## config.mk

```make
export PLATFORM = sky130hd
export DESIGN_NAME = controller
export DESIGN_NICKNAME = d
export VERILOG_FILES = /design/src/source/ctrlPkg.sv /design/src/source/mainDecoder.sv /design/src/source/condUnit.sv /design/src/source/memoryMask.sv /design/src/source/controller.sv
export VERILOG_INCLUDE_DIRS = /design/src /design/src/source
export SDC_FILE = /design/constraint.sdc
export NUM_CORES = 1
export LEC_CHECK = 0
export BUFFER_PORTS_ARGS = -buffer_cell sky130_fd_sc_hd__buf_2
export CORE_MARGIN = 10
export CORE_UTILIZATION = 49
export DETAILED_ROUTE_END_ITERATION = 12
export HOLD_SLACK_MARGIN = 0.12
export PLACE_DENSITY = 0.8
export SYNTH_ARGS = -nofsm -noshare
export SYNTH_HDL_FRONTEND = slang
export SYNTH_SLANG_ARGS = --single-unit
```

## constraint.sdc

```tcl
create_clock -name clk -period 2.5 [get_ports clk]
set_clock_uncertainty 0.15 [all_clocks]
set_input_delay 0.75 -clock clk [delete_from_list [all_inputs] [get_ports clk]]
set_output_delay 0.75 -clock clk [all_outputs]
set_load 0.02 [all_outputs]
```

## src/source/ctrl_params.svh

```systemverilog
`ifndef CTRL_PARAMS_SVH
`define CTRL_PARAMS_SVH

// Instruction field positions
`define COND_HI   31
`define COND_LO   28
`define OP_HI     27
`define OP_LO     26
`define IBIT      25
`define DPOP_HI   24
`define DPOP_LO   21
`define UBIT      23
`define BBIT      22
`define SBIT      20
`define LBIT      20
`define RD_HI     15
`define RD_LO     12

// Instruction classes in bits 27:26
`define CLASS_DP  2'b00
`define CLASS_MEM 2'b01
`define CLASS_BR  2'b10

// ALU operations used outside data processing
`define ALU_ADD   4'b0100
`define ALU_SUB   4'b0010

// Condition field encodings
`define COND_EQ   4'b0000
`define COND_NE   4'b0001
`define COND_CS   4'b0010
`define COND_CC   4'b0011
`define COND_MI   4'b0100
`define COND_PL   4'b0101
`define COND_VS   4'b0110
`define COND_VC   4'b0111
`define COND_HI_U 4'b1000
`define COND_LS   4'b1001
`define COND_GE   4'b1010
`define COND_LT   4'b1011
`define COND_GT   4'b1100
`define COND_LE   4'b1101
`define COND_AL   4'b1110

`define REG_PC    4'd15

`endif

```

## src/source/ctrlPkg.sv

```systemverilog
package ctrlPkg;

  typedef logic [31:0] instrWord;
  typedef logic [3:0]  flagVec;   // N, Z, C, V from msb down
  typedef logic [3:0]  condCode;
  typedef logic [3:0]  aluCtrl;
  typedef logic [3:0]  byteMask;
  typedef logic [1:0]  byteOff;
  typedef logic [1:0]  flagWe;    // [1] NZ, [0] CV

  // Decode stage outputs
  typedef struct packed {
    logic [1:0] regSrc;
    logic [1:0] immSrc;
    logic       aluSrc;
    logic       memtoReg;
    logic       regWrite;
    logic       memWrite;
    logic       branch;
    logic       aluOp;
    logic       byteAccess;
    aluCtrl     aluControl;
    flagWe      flagWrite;
    logic       pcSrc;
  } decodeCtrl;

  // Execute stage register
  typedef struct packed {
    logic    aluSrc;
    logic    memtoReg;
    logic    regWrite;
    logic    memWrite;
    logic    branch;
    logic    aluOp;
    logic    byteAccess;
    aluCtrl  aluControl;
    flagWe   flagWrite;
    logic    pcSrc;
    condCode cond;
  } execCtrl;

  // Memory stage register, enables already gated by the condition
  typedef struct packed {
    logic    memWrite;
    logic    memtoReg;
    logic    regWrite;
    logic    pcSrc;
    byteMask byteMask;
    logic    byteAccess;
    byteOff  byteOffset;
  } memCtrl;

  // Writeback stage register
  typedef struct packed {
    logic   memtoReg;
    logic   regWrite;
    logic   pcSrc;
    logic   byteLoad;
    byteOff byteOffset;
  } wbCtrl;

endpackage

```

## src/source/mainDecoder.sv

```systemverilog
`include "ctrl_params.svh"

module mainDecoder (
  input  ctrlPkg::instrWord  instrD,
  output ctrlPkg::decodeCtrl ctrlD
);

  logic [1:0]      regSrc;
  logic [1:0]      immSrc;
  logic            aluSrc;
  logic            memtoReg;
  logic            regWrite;
  logic            memWrite;
  logic            branch;
  logic            aluOp;
  logic            byteAccess;
  ctrlPkg::aluCtrl aluControl;
  ctrlPkg::flagWe  flagWrite;
  logic            pcSrc;

  // Class decode
  always_comb begin
    regSrc     = 2'b00;
    immSrc     = 2'b00;
    aluSrc     = 1'b0;
    memtoReg   = 1'b0;
    regWrite   = 1'b0;
    memWrite   = 1'b0;
    branch     = 1'b0;
    aluOp      = 1'b0;
    byteAccess = 1'b0;
    case (instrD[`OP_HI:`OP_LO])
      `CLASS_DP: begin
        aluSrc   = instrD[`IBIT];  // Immediate operand 2
        regWrite = 1'b1;
        aluOp    = 1'b1;
      end
      `CLASS_MEM: begin
        immSrc     = 2'b01;          // 12-bit offset
        aluSrc     = ~instrD[`IBIT]; // I clear selects the immediate offset
        byteAccess = instrD[`BBIT];
        if (instrD[`LBIT]) begin     // LDR
          memtoReg = 1'b1;
          regWrite = 1'b1;
        end else begin               // STR reads Rd as data
          regSrc   = 2'b10;
          memWrite = 1'b1;
        end
      end
      `CLASS_BR: begin
        regSrc = 2'b01;              // PC as first source
        immSrc = 2'b10;              // 24-bit branch offset
        aluSrc = 1'b1;
        branch = 1'b1;
      end
      default: begin
        // Class 11 is a no-op
        regSrc = 2'b00;
      end
    endcase
  end

  // ALU control and flag enables
  always_comb begin
    if (aluOp) begin
      aluControl = instrD[`DPOP_HI:`DPOP_LO];
      flagWrite  = {2{instrD[`SBIT]}};
    end else if (instrD[`OP_HI:`OP_LO] == `CLASS_MEM) begin
      aluControl = instrD[`UBIT] ? `ALU_ADD : `ALU_SUB; // Offset sign
      flagWrite  = 2'b00;
    end else if (branch) begin
      aluControl = `ALU_ADD; // PC plus offset
      flagWrite  = 2'b00;
    end else begin
      aluControl = 4'b0000;
      flagWrite  = 2'b00;
    end
  end

  // Branches and writes to r15 redirect fetch
  assign pcSrc = branch | (regWrite & (instrD[`RD_HI:`RD_LO] == `REG_PC));

  assign ctrlD = '{
    regSrc:     regSrc,
    immSrc:     immSrc,
    aluSrc:     aluSrc,
    memtoReg:   memtoReg,
    regWrite:   regWrite,
    memWrite:   memWrite,
    branch:     branch,
    aluOp:      aluOp,
    byteAccess: byteAccess,
    aluControl: aluControl,
    flagWrite:  flagWrite,
    pcSrc:      pcSrc
  };

endmodule

```

## src/source/condUnit.sv

```systemverilog
`include "ctrl_params.svh"

module condUnit (
  input  logic             clk,
  input  logic             rstN,
  input  logic             stallE,
  input  ctrlPkg::condCode condE,
  input  ctrlPkg::flagWe   flagWriteE,
  input  ctrlPkg::flagVec  aluFlagsE,
  output logic             condExE,
  output ctrlPkg::flagVec  flagsE
);

  logic n;
  logic z;
  logic c;
  logic v;

  assign {n, z, c, v} = flagsE;

  // Condition check against the held flags
  always_comb begin
    case (condE)
      `COND_EQ:   condExE = z;
      `COND_NE:   condExE = ~z;
      `COND_CS:   condExE = c;
      `COND_CC:   condExE = ~c;
      `COND_MI:   condExE = n;
      `COND_PL:   condExE = ~n;
      `COND_VS:   condExE = v;
      `COND_VC:   condExE = ~v;
      `COND_HI_U: condExE = c & ~z;       // Unsigned higher
      `COND_LS:   condExE = ~c | z;
      `COND_GE:   condExE = (n == v);
      `COND_LT:   condExE = (n != v);
      `COND_GT:   condExE = ~z & (n == v);
      `COND_LE:   condExE = z | (n != v);
      `COND_AL:   condExE = 1'b1;
      default:    condExE = 1'b1;         // 1111 runs as always
    endcase
  end

  // NZCV register
  // Each half loads under its own enable, only for a passing instruction
  always_ff @(posedge clk) begin
    if (!rstN) begin
      flagsE <= '0;
    end else if (!stallE && condExE) begin
      if (flagWriteE[1]) begin
        flagsE[3:2] <= aluFlagsE[3:2]; // N, Z
      end
      if (flagWriteE[0]) begin
        flagsE[1:0] <= aluFlagsE[1:0]; // C, V
      end
    end
  end

endmodule

```

## src/source/memoryMask.sv

```systemverilog
module memoryMask (
  input  logic             byteAccess,
  input  ctrlPkg::byteOff  addrLow,
  output ctrlPkg::byteMask mask
);

  ctrlPkg::byteMask laneSel;

  // One-hot lane for a byte access, lane 0 is the low byte
  always_comb begin
    case (addrLow)
      2'd0:    laneSel = 4'b0001;
      2'd1:    laneSel = 4'b0010;
      2'd2:    laneSel = 4'b0100;
      default: laneSel = 4'b1000;
    endcase
  end

  // Word accesses use every lane
  assign mask = byteAccess ? laneSel : 4'b1111;

endmodule

```

## src/source/controller.sv

```systemverilog
`include "ctrl_params.svh"

module controller (
  input  logic              clk,
  input  logic              rstN,
  input  ctrlPkg::instrWord instrD,
  input  ctrlPkg::flagVec   aluFlagsE,
  input  ctrlPkg::byteOff   addrLowE,
  input  logic              stallE,
  input  logic              flushE,
  input  logic              stallM,
  input  logic              stallW,
  input  logic              flushW,
  output logic [1:0]        regSrcD,
  output logic [1:0]        immSrcD,
  output logic              aluSrcE,
  output logic              memtoRegE,
  output logic              branchTakenE,
  output ctrlPkg::aluCtrl   aluControlE,
  output logic              memWriteM,
  output logic              memtoRegM,
  output logic              regWriteM,
  output ctrlPkg::byteMask  byteMaskM,
  output logic              memtoRegW,
  output logic              regWriteW,
  output logic              pcSrcW,
  output logic              byteLoadW,
  output ctrlPkg::byteOff   byteOffsetW,
  output logic              pcWrPendingF
);

  ctrlPkg::decodeCtrl ctrlD;
  ctrlPkg::execCtrl   nextE;
  ctrlPkg::execCtrl   ctrlE;
  ctrlPkg::memCtrl    nextM;
  ctrlPkg::memCtrl    ctrlM;
  ctrlPkg::wbCtrl     nextW;
  ctrlPkg::wbCtrl     ctrlW;
  ctrlPkg::byteMask   maskE;
  ctrlPkg::flagVec    flagsE; // Current NZCV
  logic               condExE;
  logic               noWriteE;

  // ==================================================
  // Decode
  // ==================================================
  mainDecoder decoder (
    .instrD (instrD),
    .ctrlD  (ctrlD)
  );

  assign regSrcD = ctrlD.regSrc;
  assign immSrcD = ctrlD.immSrc;

  assign nextE = '{
    aluSrc:     ctrlD.aluSrc,
    memtoReg:   ctrlD.memtoReg,
    regWrite:   ctrlD.regWrite,
    memWrite:   ctrlD.memWrite,
    branch:     ctrlD.branch,
    aluOp:      ctrlD.aluOp,
    byteAccess: ctrlD.byteAccess,
    aluControl: ctrlD.aluControl,
    flagWrite:  ctrlD.flagWrite,
    pcSrc:      ctrlD.pcSrc,
    cond:       instrD[`COND_HI:`COND_LO]
  };

  // ==================================================
  // Execute
  // ==================================================
  always_ff @(posedge clk) begin
    if (!rstN || flushE) begin // Flush wins over stall
      ctrlE <= '0;
    end else if (!stallE) begin
      ctrlE <= nextE;
    end
  end

  condUnit cond (
    .clk        (clk),
    .rstN       (rstN),
    .stallE     (stallE),
    .condE      (ctrlE.cond),
    .flagWriteE (ctrlE.flagWrite),
    .aluFlagsE  (aluFlagsE),
    .condExE    (condExE),
    .flagsE     (flagsE)
  );

  // TST, TEQ, CMP and CMN only set flags
  assign noWriteE = ctrlE.aluOp & (ctrlE.aluControl[3:2] == 2'b10);

  memoryMask byteLanes (
    .byteAccess (ctrlE.byteAccess),
    .addrLow    (addrLowE),
    .mask       (maskE)
  );

  assign aluSrcE      = ctrlE.aluSrc;
  assign memtoRegE    = ctrlE.memtoReg;
  assign aluControlE  = ctrlE.aluControl;
  assign branchTakenE = ctrlE.branch & condExE;

  assign nextM = '{
    memWrite:   ctrlE.memWrite & condExE,
    memtoReg:   ctrlE.memtoReg,
    regWrite:   ctrlE.regWrite & condExE & ~noWriteE,
    pcSrc:      ctrlE.pcSrc & condExE,
    byteMask:   maskE,
    byteAccess: ctrlE.byteAccess,
    byteOffset: addrLowE
  };

  // ==================================================
  // Memory
  // ==================================================
  always_ff @(posedge clk) begin
    if (!rstN) begin
      ctrlM <= '0;
    end else if (!stallM) begin
      ctrlM <= nextM;
    end
  end

  assign memWriteM = ctrlM.memWrite;
  assign memtoRegM = ctrlM.memtoReg;
  assign regWriteM = ctrlM.regWrite;
  assign byteMaskM = ctrlM.byteMask;

  assign nextW = '{
    memtoReg:   ctrlM.memtoReg,
    regWrite:   ctrlM.regWrite,
    pcSrc:      ctrlM.pcSrc,
    byteLoad:   ctrlM.byteAccess & ctrlM.memtoReg, // LDRB only
    byteOffset: ctrlM.byteOffset
  };

  // ==================================================
  // Writeback
  // ==================================================
  always_ff @(posedge clk) begin
    if (!rstN || flushW) begin
      ctrlW <= '0;
    end else if (!stallW) begin
      ctrlW <= nextW;
    end
  end

  assign memtoRegW   = ctrlW.memtoReg;
  assign regWriteW   = ctrlW.regWrite;
  assign pcSrcW      = ctrlW.pcSrc;
  assign byteLoadW   = ctrlW.byteLoad;
  assign byteOffsetW = ctrlW.byteOffset;

  // Any PC write still in flight holds fetch
  assign pcWrPendingF = ctrlD.pcSrc | ctrlE.pcSrc | ctrlM.pcSrc;

endmodule

```

==> metrics list <==
- Status: complete, but fails checks
* Violations in the final reports: setup timing
* Critical path, cell by cell: buf_6 > xnor2_2 > mux2i_2 > mux2i_2 > o311a_1 > nor2b_2 > buf_6
- Proportion of power drawn by combinational gates: 13.4%
* Number of flops mapped to enable cells by yosys: 0
* Cell area after layout: 2550 um^2
- The cell area that synthesis handed to floorplanning was 1870 um^2.
- Routed wire length per instance: 14.9 um
- Synthesis inferred 38 register bits.
- STA puts the critical path data required time at 1600 ps.
- Startpoint types: flip-flop
- Count of yosys warnings during synthesis: 0
- Input/output buffers: 53
- In this run, distinct cell masters in the synthesized netlist total 38.
* Clock tree from TritonCTS: done
- Latest clock arrival within the worst-skew pair: just under 300 ps
* Slowest cell delay on critical path: 380 ps
* TritonCTS buffer count: 5
- The worst setup path is captured at an output port.
* Syn Nets: 259
- The initial utilization of the core area, before any placement, comes to 50.8%.
* Maximum resistive drop on vdd: 587 uV
- Number of max-cap violations: 0
- Static Leak: 1.12 nW
- Overall Global Routing Usage: between 10 and 15%
* Pin count of the biggest net entering global routing: 24
* Power Density: between 500 and 600 nW/um^2
- Layout cells sized above 1: 43.2%
- Internal power comes to 1.11 mW.
- In this run the horizontal extent of the chip is 81.8 um.
- After detailed placement, the total cell area comes to about 2200 um^2.
- Residual DRC count: 0
- Slew headroom: 59.0%
- Number of global-route vias before repair: 1703
- The area growth from synthesis to layout is 36.2%.
- The worst path in the final design needs a cycle of 2750 ps, including I/O delays and setup.
* Cell row count: 22
- For this run the aggregate overflow at the end of global routing stands at 0.
- Residual antenna-violating net count after detailed routing: 0
- Pins over their slew limit: 0
- Buffers from clock root to sink, at most: 2
- Net switching is 23.0% of the power.
- Placed wire-length estimate after detailed placement: 3.32 mm
- Registers are responsible for 43.3% of the overall power.
* Min-Delay Path Class: reg -> reg
- In the post-route analysis, the smallest setup slack over all paths is -253 ps.
* Share of the clock period used by the worst path: 110%
* Count of endpoints failing setup in the final report: 2
- First-iteration detailed-routing DRC count: 171
- Part of the Yosys area used for sequential elements: 40.6%
- GPL Wtd Cong: 0.800
- In this run the worst setup path begins at cond.flagsE[3]$_SDFFE_PN0P_.
- Average instance area after synthesis: 8.97 um^2
- The clock network accounts for 43.3% of the total power.
- Nets: 329
* Vias/cell: 5.21
* Overall Power: roughly 1.4 mW
- Static timing analysis puts the maximum clock frequency at about 360 MHz.
- Crit Path Class: reg -> out
- Hold path startpoint: ctrlE[14]$_SDFFE_PP0N_
- H-tree levels: 2
* Register clock-pin slew on the reported worst setup and hold paths: 80 ps
* Worst hold margin: between 300 and 400 ps
- Critical R2R Launch: ctrlE[1]$_SDFFE_PP0N_
* Finished Core Util: 69.2%
- Vias after detailed routing: between 1500 and 2000
- Die outline height: ~82 um
* Transition time at the pin with the least slew margin: 615 ps
- 1st-pass router iterations: 4
* Number of clock sinks: 38
- Of all nets on the critical path, the largest fanout is 3.
- CTS placed an instance of sky130_fd_sc_hd__clkbuf_8 at the clock tree root.
- Routed wire length: 4.88 mm
- Net Switching: 332 uW
- The largest individual stage delay along the critical path comes from the cell sky130_fd_sc_hd__o311a_1.
- The floorplan step defined a core boundary enclosing 3690 um^2.
* Top-Level Pins: 70
- Commonest non-fill, non-tap cell in the layout: sky130_fd_sc_hd__buf_2
* Gate count after technology mapping: between 200 and 250
* RSZ-0062 raised after global routing: true
- The repair_antennas step left the layout with diodes totalling 0.
* Area of the die: 6700 um^2
- At the worst endpoint, the arrival time is ~1900 ps.
* Number of antenna violations at the first check in global routing: 0
* Fill cell total of the finished layout: 290
- Hold buffers post-CTS: 0
- Share of flip-flops with an asynchronous set or reset: 0%
* Most used DFF post-synth: sky130_fd_sc_hd__dfxtp_1
- The first global-routing pass estimated roughly 7.7 mm of wire.
- The total count of hold-check failures in the final report is 0.
- In the layout the commonest cells are 49 x sky130_fd_sc_hd__buf_2, 33 x sky130_fd_sc_hd__dfxtp_1, 31 x sky130_fd_sc_hd__buf_4.
worst max-delay path: cells and delay by family (launching register included):
| kind | cells | cell delay, ps |
|---|---|---|
| simple gates | 1 | 140 |
| compound gates | 1 | 380 |
| mux | 2 | 330 |
| flops | 1 | 340 |
| buf+inv | 2 | 250 |
| xor+xnor | 1 | 120 |
Yosys cell counts (all sizes together), types with 3 or more instances:
cell,instances,area share (%)
dfxtp,38,41
nor2,28,5.6
mux2i,19,10
a21oi,15,4.0
buf,15,6.0
nand2,14,2.8
o21ai,11,2.9
clkbuf,9,3.4
nor2b,9,3.0
ha,5,3.3
inv,5,1.0
nand3,5,1.3
a22oi,4,1.6
nand2b,4,1.3
xnor2,3,1.4
logic make-up after synthesis:
logic type | synth area share, %
AND/OR/NAND/NOR | 20.8
AO/OA/AOI/OAI | 13.4
flip-flops | 40.6
buffers and inverters | 10.4
multiplexers | 10.1
adder cells (fa/ha/maj) | 3.34
XOR/XNOR | 1.40
cell type report:
type,count,area (um^2),share of cell area (%)
multi-input combinational,142,1010,39.6
clock buffer,5,68.8,2.70
tap,48,60.1,2.35
sequential,38,767,30.0
clock inverter,3,68.8,2.70
timing repair buffer,87,557,21.8
inverter,5,21.3,0.833
stage by stage:
step           setup slack (ps)  setup TNS, ps  cells
3_5_place_dp               -315           -316    302
6_report                   -253           -475    328
2_1_floorplan             -58.1          -58.1    209
5_1_grt                    -317           -576    328
4_1_cts                    -246           -454    319
3_3_place_gp               -278           -278    302
worst paths after layout:
check                                                   end  slack (ps)  cells after the start
worst min-delay path                 memWriteM$_SDFFE_PN0N_         320                      2
worst min register to register       memWriteM$_SDFFE_PN0N_         320                      2
worst max register to register  cond.flagsE[0]$_SDFFE_PN0P_         460                      7
worst max-delay path                           branchTakenE        -250                      7
state kept, by name (all words and copies together), names as in the netlist:
name	count
ctrlE	11
aluControlE	4
byteMaskM	4
cond.flagsE	4
ctrlM	4
byteOffsetW	2
aluSrcE	1
byteLoadW	1
memWriteM	1
memtoRegE	1
memtoRegM	1
memtoRegW	1
pcSrcW	1
regWriteM	1
regWriteW	1
per-layer routing:
layer  global-route usage [%]  part of all wire (%)  up-vias
met5                        0                     0        -
met1                     16.3                    41      789
met4                     7.65                   2.3        0
met2                     23.3                    48       55
li1                         -                     -      854
met3                     5.02                   8.2       12
power by group through the flow:
stage	clock network [mW]	registers [mW]	logic, mW
3_5_place_dp	0	0.640	0.155
2_1_floorplan	0	0.640	0.105
6_report	0.625	0.626	0.194
3_3_place_gp	0	0.640	0.152
4_1_cts	0.631	0.626	0.176
5_1_grt	0.656	0.628	0.210
timing repair:
action | CTS | global route
endpoints found under the setup margin | 2 | 2
pin swaps | 8 | 4
hold endpoints to repair | 0 | 0
buffers inserted | 9 | 9
gates resized for setup | 17 | 17
Power figures use the tool's default switching activity.
